==> config.mk <==
export PLATFORM = sky130hd
export DESIGN_NAME = tnn_classifier
export DESIGN_NICKNAME = d
export VERILOG_FILES = /design/src/hw/tnn_pkg.sv /design/src/hw/ternary_accumulator.sv /design/src/hw/ternary_first_layer.sv /design/src/hw/binary_output_layer.sv /design/src/hw/class_argmax.sv /design/src/hw/tnn_classifier.sv
export SDC_FILE = /design/constraint.sdc
export NUM_CORES = 1
export LEC_CHECK = 0
export BUFFER_PORTS_ARGS = -buffer_cell sky130_fd_sc_hd__buf_4
export CAP_MARGIN = 15
export CORE_MARGIN = 2
export CORE_UTILIZATION = 50
export CTS_CLUSTER_DIAMETER = 120
export DETAILED_ROUTE_END_ITERATION = 10
export PLACE_DENSITY = 0.78
export SYNTH_ARGS = -nofsm -noshare
export SYNTH_HDL_FRONTEND = slang
export SYNTH_SLANG_ARGS = --single-unit
==> constraint.sdc <==
create_clock -name clk -period 9.8 [get_ports clk]
set_input_delay 0.49 -clock clk [delete_from_list [all_inputs] [get_ports clk]]
set_output_delay 0.49 -clock clk [all_outputs]
set_load 0.01 [all_outputs]
==> src/hw/tnn_pkg.sv <==
package tnn_pkg;

  // width helpers, also used by the top level for derived widths
  // signed accumulator wide enough for feat_cnt features at full scale
  function automatic int acc_width(int feat_cnt, int feat_bits);
    return $clog2(feat_cnt * ((1 << feat_bits) - 1) + 1) + 1;
  endfunction

  // signed score covering +/- hidden_cnt
  function automatic int score_width(int hidden_cnt);
    return $clog2(hidden_cnt + 1) + 1;
  endfunction

  // index into cnt entries, never narrower than one bit
  function automatic int index_width(int cnt);
    return (cnt > 1) ? $clog2(cnt) : 1;
  endfunction

  // default network dimensions
  localparam int FEAT_CNT   = 8;
  localparam int FEAT_BITS  = 4;
  localparam int HIDDEN_CNT = 8;
  localparam int CLASS_CNT  = 4;

  localparam int ACC_BITS   = acc_width(FEAT_CNT, FEAT_BITS);
  localparam int SCORE_BITS = score_width(HIDDEN_CNT);
  localparam int CLASS_BITS = index_width(CLASS_CNT);

  // first layer weights, bit h*FEAT_CNT+f belongs to neuron h, feature f
  // mask set means non-zero weight, sign set means +1
  localparam logic [HIDDEN_CNT*FEAT_CNT-1:0] L1_MASK = 64'hB56E_D37A_9CE6_5BAD;
  localparam logic [HIDDEN_CNT*FEAT_CNT-1:0] L1_SIGN = 64'h934C_A138_8B62_19C5;

  // output layer weights, bit c*HIDDEN_CNT+h belongs to class c, hidden bit h
  localparam logic [CLASS_CNT*HIDDEN_CNT-1:0] L2_MASK = 32'hEB7D_DEB7;
  localparam logic [CLASS_CNT*HIDDEN_CNT-1:0] L2_SIGN = 32'h69A5_3C96;

endpackage

==> src/hw/ternary_accumulator.sv <==
module ternary_accumulator #(
  parameter int ACC_BITS = tnn_pkg::ACC_BITS
) (
  input  logic                       clk,
  input  logic                       rst,
  input  logic                       start,
  input  logic signed [ACC_BITS-1:0] sample,
  input  logic                       enable,
  output logic                       positive
);

  // running sum of the current pass
  logic signed [ACC_BITS-1:0] sum;

  // start replaces the old sum, enable keeps adding
  always_ff @(posedge clk) begin
    if (start) begin
      sum <= sample;
    end else if (enable) begin
      sum <= sum + sample;
    end
  end

  // activation: strictly above zero
  assign positive = (sum > 0);

  // width from the package must keep the sum from wrapping
  // two same-sign operands must give a sum of that sign
  a_no_wrap : assert property (
    @(posedge clk) disable iff (rst)
    (enable && !start && (sum[ACC_BITS-1] == sample[ACC_BITS-1]))
    |=> (sum[ACC_BITS-1] == $past(sample[ACC_BITS-1]))
  ) else $error("accumulator wrapped");

endmodule

==> src/hw/ternary_first_layer.sv <==
module ternary_first_layer #(
  parameter int FEAT_CNT   = tnn_pkg::FEAT_CNT,
  parameter int FEAT_BITS  = tnn_pkg::FEAT_BITS,
  parameter int HIDDEN_CNT = tnn_pkg::HIDDEN_CNT,
  parameter int ACC_BITS   = tnn_pkg::ACC_BITS,
  parameter logic [HIDDEN_CNT*FEAT_CNT-1:0] W_MASK = tnn_pkg::L1_MASK,
  parameter logic [HIDDEN_CNT*FEAT_CNT-1:0] W_SIGN = tnn_pkg::L1_SIGN
) (
  input  logic                          clk,
  input  logic                          rst,
  input  logic                          in_valid,
  input  logic [FEAT_CNT*FEAT_BITS-1:0] features,
  input  logic                          hid_ready,
  output logic                          in_ready,
  output logic                          hid_valid,
  output logic [HIDDEN_CNT-1:0]         hidden
);

  localparam int CNT_BITS = tnn_pkg::index_width(FEAT_CNT);
  localparam logic [CNT_BITS-1:0] CNT_LAST = CNT_BITS'(FEAT_CNT - 1);

  logic [FEAT_CNT*FEAT_BITS-1:0] feat_q;
  logic [CNT_BITS-1:0]           cnt;
  logic                          busy;
  logic                          stall;
  logic                          step;
  logic                          last;
  logic                          accept;
  logic                          acc_start;
  logic                          acc_enable;

  // result waiting downstream freezes the walk
  assign stall = hid_valid && !hid_ready;
  assign step  = busy && !stall;
  assign last  = (cnt == CNT_LAST);

  // next vector may come in on the edge of the last feature, never during reset
  assign in_ready = !rst && !stall && (!busy || last);
  assign accept   = in_valid && in_ready;

  assign acc_start  = step && (cnt == '0);
  assign acc_enable = step && (cnt != '0);

  // latched feature vector
  always_ff @(posedge clk) begin
    if (accept) begin
      feat_q <= features;
    end
  end

  // feature sequencer
  always_ff @(posedge clk or posedge rst) begin
    if (rst) begin
      busy <= 1'b0;
      cnt  <= '0;
    end else if (accept) begin
      busy <= 1'b1;
      cnt  <= '0;
    end else if (step) begin
      if (last) begin
        busy <= 1'b0;
        cnt  <= '0;
      end else begin
        cnt <= cnt + 1'b1;
      end
    end
  end

  // hidden result handshake
  always_ff @(posedge clk or posedge rst) begin
    if (rst) begin
      hid_valid <= 1'b0;
    end else if (step && last) begin
      hid_valid <= 1'b1;
    end else if (hid_ready) begin
      hid_valid <= 1'b0;
    end
  end

  // features widened to the accumulator width, zero extended
  logic signed [ACC_BITS-1:0] feat_ext [FEAT_CNT];

  for (genvar f = 0; f < FEAT_CNT; f++) begin : g_feat
    assign feat_ext[f] = {{(ACC_BITS - FEAT_BITS){1'b0}}, feat_q[f*FEAT_BITS +: FEAT_BITS]};
  end

  for (genvar h = 0; h < HIDDEN_CNT; h++) begin : g_neuron
    localparam logic [FEAT_CNT-1:0] MASK = W_MASK[h*FEAT_CNT +: FEAT_CNT];
    localparam logic [FEAT_CNT-1:0] SIGN = W_SIGN[h*FEAT_CNT +: FEAT_CNT];

    logic signed [ACC_BITS-1:0] opt [FEAT_CNT];
    logic signed [ACC_BITS-1:0] sample;

    // weight applied per feature, fixed at elaboration
    for (genvar f = 0; f < FEAT_CNT; f++) begin : g_weight
      if (!MASK[f]) begin : g_zero
        assign opt[f] = '0;
      end else if (SIGN[f]) begin : g_plus
        assign opt[f] = feat_ext[f];
      end else begin : g_minus
        assign opt[f] = -feat_ext[f];
      end
    end

    assign sample = opt[cnt];

    ternary_accumulator #(
      .ACC_BITS (ACC_BITS)
    ) u_acc (
      .clk      (clk),
      .rst      (rst),
      .start    (acc_start),
      .sample   (sample),
      .enable   (acc_enable),
      .positive (hidden[h])
    );
  end

  a_hid_hold : assert property (
    @(posedge clk) disable iff (rst)
    (hid_valid && !hid_ready) |=> (hid_valid && $stable(hidden))
  ) else $error("hidden result dropped or changed while stalled");

  // counter in range, and parked at zero while idle
  a_cnt_range : assert property (
    @(posedge clk) disable iff (rst)
    (cnt <= CNT_LAST) && (busy || cnt == '0)
  ) else $error("feature counter out of range");

endmodule

==> src/hw/binary_output_layer.sv <==
module binary_output_layer #(
  parameter int HIDDEN_CNT = tnn_pkg::HIDDEN_CNT,
  parameter int CLASS_CNT  = tnn_pkg::CLASS_CNT,
  parameter int SCORE_BITS = tnn_pkg::SCORE_BITS,
  parameter logic [CLASS_CNT*HIDDEN_CNT-1:0] W_MASK = tnn_pkg::L2_MASK,
  parameter logic [CLASS_CNT*HIDDEN_CNT-1:0] W_SIGN = tnn_pkg::L2_SIGN
) (
  input  logic                            clk,
  input  logic                            rst,
  input  logic                            hid_valid,
  input  logic [HIDDEN_CNT-1:0]           hidden,
  input  logic                            sc_ready,
  output logic                            hid_ready,
  output logic                            sc_valid,
  output logic [CLASS_CNT*SCORE_BITS-1:0] scores
);

  localparam logic signed [SCORE_BITS-1:0] STEP = 1;

  logic [CLASS_CNT*SCORE_BITS-1:0] score_next;
  logic                            load;

  // set bit counts +1, clear bit -1, then the weight sign flips it
  always_comb begin : score_calc
    logic signed [SCORE_BITS-1:0] acc;
    score_next = '0;
    for (int c = 0; c < CLASS_CNT; c++) begin
      acc = '0;
      for (int h = 0; h < HIDDEN_CNT; h++) begin
        if (W_MASK[c*HIDDEN_CNT + h]) begin
          if (hidden[h] == W_SIGN[c*HIDDEN_CNT + h]) begin
            acc = acc + STEP;
          end else begin
            acc = acc - STEP;
          end
        end
      end
      score_next[c*SCORE_BITS +: SCORE_BITS] = acc;
    end
  end

  // one-entry stage, free when empty or draining this cycle
  assign hid_ready = !sc_valid || sc_ready;
  assign load      = hid_valid && hid_ready;

  always_ff @(posedge clk or posedge rst) begin
    if (rst) begin
      sc_valid <= 1'b0;
    end else if (load) begin
      sc_valid <= 1'b1;
    end else if (sc_ready) begin
      sc_valid <= 1'b0;
    end
  end

  // score payload
  always_ff @(posedge clk) begin
    if (load) begin
      scores <= score_next;
    end
  end

  a_sc_hold : assert property (
    @(posedge clk) disable iff (rst)
    (sc_valid && !sc_ready) |=> (sc_valid && $stable(scores))
  ) else $error("class scores not held under stall");

endmodule

==> src/hw/class_argmax.sv <==
module class_argmax #(
  parameter int CLASS_CNT  = tnn_pkg::CLASS_CNT,
  parameter int SCORE_BITS = tnn_pkg::SCORE_BITS,
  parameter int CLASS_BITS = tnn_pkg::CLASS_BITS
) (
  input  logic                            clk,
  input  logic                            rst,
  input  logic                            sc_valid,
  input  logic [CLASS_CNT*SCORE_BITS-1:0] scores,
  input  logic                            out_ready,
  output logic                            sc_ready,
  output logic                            out_valid,
  output logic [CLASS_BITS-1:0]           out_class,
  output logic signed [SCORE_BITS-1:0]    out_score
);

  logic [CLASS_BITS-1:0]        best_class;
  logic signed [SCORE_BITS-1:0] best_score;
  logic                         load;

  // strictly greater replaces, so a tie keeps the lower index
  always_comb begin : max_scan
    logic signed [SCORE_BITS-1:0] cand;
    best_class = '0;
    best_score = $signed(scores[SCORE_BITS-1:0]);
    for (int c = 1; c < CLASS_CNT; c++) begin
      cand = $signed(scores[c*SCORE_BITS +: SCORE_BITS]);
      if (cand > best_score) begin
        best_score = cand;
        best_class = CLASS_BITS'(c);
      end
    end
  end

  assign sc_ready = !out_valid || out_ready;
  assign load     = sc_valid && sc_ready;

  always_ff @(posedge clk or posedge rst) begin
    if (rst) begin
      out_valid <= 1'b0;
    end else if (load) begin
      out_valid <= 1'b1;
    end else if (out_ready) begin
      out_valid <= 1'b0;
    end
  end

  // winner payload
  always_ff @(posedge clk) begin
    if (load) begin
      out_class <= best_class;
      out_score <= best_score;
    end
  end

  a_out_hold : assert property (
    @(posedge clk) disable iff (rst)
    (out_valid && !out_ready)
    |=> (out_valid && $stable(out_class) && $stable(out_score))
  ) else $error("result changed before out_ready");

endmodule

==> src/hw/tnn_classifier.sv <==
module tnn_classifier #(
  parameter int FEAT_CNT   = tnn_pkg::FEAT_CNT,
  parameter int FEAT_BITS  = tnn_pkg::FEAT_BITS,
  parameter int HIDDEN_CNT = tnn_pkg::HIDDEN_CNT,
  parameter int CLASS_CNT  = tnn_pkg::CLASS_CNT,
  parameter logic [HIDDEN_CNT*FEAT_CNT-1:0]  L1_MASK = tnn_pkg::L1_MASK,
  parameter logic [HIDDEN_CNT*FEAT_CNT-1:0]  L1_SIGN = tnn_pkg::L1_SIGN,
  parameter logic [CLASS_CNT*HIDDEN_CNT-1:0] L2_MASK = tnn_pkg::L2_MASK,
  parameter logic [CLASS_CNT*HIDDEN_CNT-1:0] L2_SIGN = tnn_pkg::L2_SIGN,
  // derived widths
  localparam int ACC_BITS   = tnn_pkg::acc_width(FEAT_CNT, FEAT_BITS),
  localparam int SCORE_BITS = tnn_pkg::score_width(HIDDEN_CNT),
  localparam int CLASS_BITS = tnn_pkg::index_width(CLASS_CNT)
) (
  input  logic                          clk,
  input  logic                          rst,
  input  logic                          in_valid,
  input  logic [FEAT_CNT*FEAT_BITS-1:0] features,
  input  logic                          out_ready,
  output logic                          in_ready,
  output logic                          out_valid,
  output logic [CLASS_BITS-1:0]         out_class,
  output logic signed [SCORE_BITS-1:0]  out_score
);

  // first layer to output layer
  logic                            hid_valid;
  logic                            hid_ready;
  logic [HIDDEN_CNT-1:0]           hidden;

  // output layer to arg-max
  logic                            sc_valid;
  logic                            sc_ready;
  logic [CLASS_CNT*SCORE_BITS-1:0] scores;

  ternary_first_layer #(
    .FEAT_CNT   (FEAT_CNT),
    .FEAT_BITS  (FEAT_BITS),
    .HIDDEN_CNT (HIDDEN_CNT),
    .ACC_BITS   (ACC_BITS),
    .W_MASK     (L1_MASK),
    .W_SIGN     (L1_SIGN)
  ) u_first (
    .clk       (clk),
    .rst       (rst),
    .in_valid  (in_valid),
    .features  (features),
    .hid_ready (hid_ready),
    .in_ready  (in_ready),
    .hid_valid (hid_valid),
    .hidden    (hidden)
  );

  binary_output_layer #(
    .HIDDEN_CNT (HIDDEN_CNT),
    .CLASS_CNT  (CLASS_CNT),
    .SCORE_BITS (SCORE_BITS),
    .W_MASK     (L2_MASK),
    .W_SIGN     (L2_SIGN)
  ) u_out (
    .clk       (clk),
    .rst       (rst),
    .hid_valid (hid_valid),
    .hidden    (hidden),
    .sc_ready  (sc_ready),
    .hid_ready (hid_ready),
    .sc_valid  (sc_valid),
    .scores    (scores)
  );

  class_argmax #(
    .CLASS_CNT  (CLASS_CNT),
    .SCORE_BITS (SCORE_BITS),
    .CLASS_BITS (CLASS_BITS)
  ) u_argmax (
    .clk       (clk),
    .rst       (rst),
    .sc_valid  (sc_valid),
    .scores    (scores),
    .out_ready (out_ready),
    .sc_ready  (sc_ready),
    .out_valid (out_valid),
    .out_class (out_class),
    .out_score (out_score)
  );

endmodule

==> impl_metrics.toml <==
[yosys]
synthTopCellsByArea = "edfxtp_1 33%, ha_1 15%, a21oi_1 5.0%"
synth_compound_area_share_pct = 18.4
synth-xor-area-share_pct = 6.61
yosysTopAreaCell = "edfxtp_1"
synth_area_sq_mm = 0.0109
synth_edf_count = 118
syn_area_per_cell_sq_um = 9.47
yosys_warnings = 0
ys_async_sr_fraction_pct = 5.60
synth-seq-cells = 125
synthesis.nets = 1330
synth_fa_ha_area_share_pct = 18.3
yosys.area.top_type_share_pct = 32.6
synthFlopType = "edfxtp_1"
synth_top_family_by_area = "compound AO/OA/AOI/OAI gates"
synth-simple-area-share_pct = 13.6
ys_seq_area_share_pct = 34.2
syn_inst = 1147
ys_types = 77
muxShareOfSynthArea_pct = 3.78

[clock_tree]
cts_sinks = 125
cts_setup_buffers = 0
cts_tree = "built"
cts_root_buf = "clkbuf_16"
cts_made_buffers = 17
ctsHoldBuffers = 0
ctsHtreeMaxLevel = 4
cts-resized-gates = 0
clkTransAtPathRegs_ns = 0.06
clock_latency_ns = 0.43
cts_max_path_buffers = 2

[setup_path]
start_kind = "register"
path_max_fanout = 8
required_ns = 10.04
arrival_ns = 4.96
criticalPathCategory = "register to register"
end_kind = "register"

[sta]
setup_tns_ns = 0
rsz0062_at_grt = "false"
skew_ns = 0.0147
fmax_mhz = 212
setup_viol = 0
hold_violations = 0
worst_pin_slew_ns = 0.915
fin_crit_ns = 4.72
relSlewSlack_pct = 38.8
finalMaxSlewViolations = 0
period_share_pct = 48.1

[routing]
drt-vias-per-instance = 6.01
vias = 8815
route.detailed.drc = 0
drtAntennaViolNets = 0
dr.pass1.iters = 6
first_iter_violations = 807
wl_um = 26800
wl_per_cell_um = 18.3

[flow_run]
drv_cap = 0

[final_layout]
fill_cells = 1797
drive_gt1_share_pct = 10.7
layout_commonest_cell = "ha_1"
nets = 1363
n_antenna_cell = 0
areaGrowthSynthToFinish_pct = 11.3
multi_input_area_sq_mm = 0.00661
mostFrequentLayoutCells = "127 x ha_1, 118 x edfxtp_1, 108 x a21oi_1, 95 x inv_1, 92 x nand2_1"
seqCellArea_sq_mm = 0.00372

[placement]
io_buffers = 43
dpl.hpwl_um = 19900
gp_congestion = 0.990

[floorplan]
die_x_um = 151
die_area_sq_mm = 0.0229
row_count = 53
dieHeight_um = 151
ioPinCount = 45
core-area_sq_mm = 0.0212
start_util_pct = 51.4

[global_routing]
grt_overflow = 0
grt_max_degree = 76
track_usage_pct = 24.2
first_global_vias = 8486
grt_pass1_wl_um = 42900
antenna_found_initial = 0

[hold_path]
hp-class = "input port to asynchronous set/reset pin"

[outcome]
status = "finished clean"
-- final timing paths --
| check | start | end | slack [ns] | depth (start not counted) |
|---|---|---|---|---|
| max | u_out.scores[7] | u_argmax.out_score[4] | 5.08 | 19 |
| min | rst | u_first.cnt[1] | 0.03 | 2 |
| max reg2reg | u_out.scores[7] | u_argmax.out_score[4] | 5.08 | 19 |
| min reg2reg | u_first.hid_valid | u_out.sc_valid | 0.47 | 1 |
| max in group asynchronous | rst | u_first.cnt[2] | 9.49 | 2 |
| min in group clk | features[10] | u_first.feat_q[10] | 0.24 | 1 |
-- cells in the mapped netlist, types with 3 or more instances --
master / count
ha_1: 127
edfxtp_1: 118
a21oi_1: 108
inv_1: 96
nand2_1: 92
nor2_1: 76
o21ai_0: 68
xnor2_1: 58
a21o_1: 35
nor3_1: 25
xor2_1: 24
mux2i_1: 23
clkbuf_1: 21
fa_1: 20
mux2_2: 16
nand3_1: 16
nor4_1: 15
buf_2: 12
nand2b_1: 12
o21bai_1: 12
nor4b_1: 11
a31oi_1: 9
buf_1: 9
nor2b_1: 9
o21a_1: 9
a211oi_1: 7
a22oi_1: 7
dfrtp_1: 7
o22ai_1: 7
o31ai_1: 6
or3_1: 6
a21boi_0: 5
nand3b_1: 5
nor3b_1: 5
o311ai_0: 5
a31o_2: 4
a32oi_1: 4
and2_1: 4
and3_1: 4
nand4b_1: 4
a211o_1: 3
or2_2: 3
-- cell families after synthesis --
kind of cell	count (synthesis)
AOI/OAI and AO/OA	316
xor gates and xnor gates	82
adders and majority gates	147
buffers and inverters	139
DFF	125
muxes	39
other	1
and+or+nand+nor	298
-- routing by layer --
layer | vias up | share of wire [%] | track usage (%)
li1 | 4240 | - | -
met1 | 4170 | 43 | 31.3
met2 | 346 | 48 | 39.8
met3 | 59 | 6.9 | 5.57
met4 | 0 | 2.6 | 8.46
met5 | - | 0 | 0
-- area by class of cell --
| type | count | share of cell area, % |
|---|---|---|
| clock buffers | 18 | 3.55 |
| clock inverters | 13 | 1.64 |
| inverters | 96 | 2.98 |
| multi-input cells | 883 | 54.7 |
| flip-flops and latches | 125 | 30.8 |
| well taps | 275 | 2.85 |
| repair buffers | 57 | 3.54 |
-- state kept, by name (all words and copies together), names as in the netlist --
name                        cells
u_out.sc_valid                  1
u_first.feat_q                 32
u_first.busy                    1
u_out.scores                   16
u_first.hid_valid               1
u_first.g_neuron.u_acc.sum     64
u_first.cnt                     3
u_argmax.out_valid              1
u_argmax.out_score              4
u_argmax.out_class              2
-- critical path: stages, from the launching register on --
cell      delay [ns]
edfxtp_1        0.42
ha_1            0.35
a21oi_2         0.20
o211ai_2        0.15
o21ai_0         0.22
mux2_2          0.37
inv_1           0.08
ha_1            0.25
nand2b_1        0.11
nor2_1          0.06
a221o_1         0.45
o21a_2          0.24
or2_1           0.21
ha_1            0.18
a21o_1          0.15
a211oi_1        0.23
a31oi_1         0.07
a21oi_1         0.27
inv_1           0.20
o311ai_1        0.31
-- stage by stage --
| step | instances | setup WS (ns) | area (sq um) | hold slack (ns) | utilization (%) |
|---|---|---|---|---|---|
| after global routing | 1467 | 4.78 | 12100 | 0.0407 | 57.2 |
| after floorplan | 1147 | 5.55 | 10900 | 0.298 | - |
| after detailed placement | 1436 | 5.14 | 11500 | 0.463 | 54.2 |
| after global placement | 1436 | 5.23 | 11500 | 0.460 | 54.2 |
| after CTS | 1467 | 5.11 | 12100 | 0.0202 | 57.2 |
| final | 1467 | 5.08 | 12100 | 0.0296 | 57.2 |
Power is left out: the tool's default activity adds up to more than one toggle a clock period on the data nets, which glitch-free logic cannot reach.
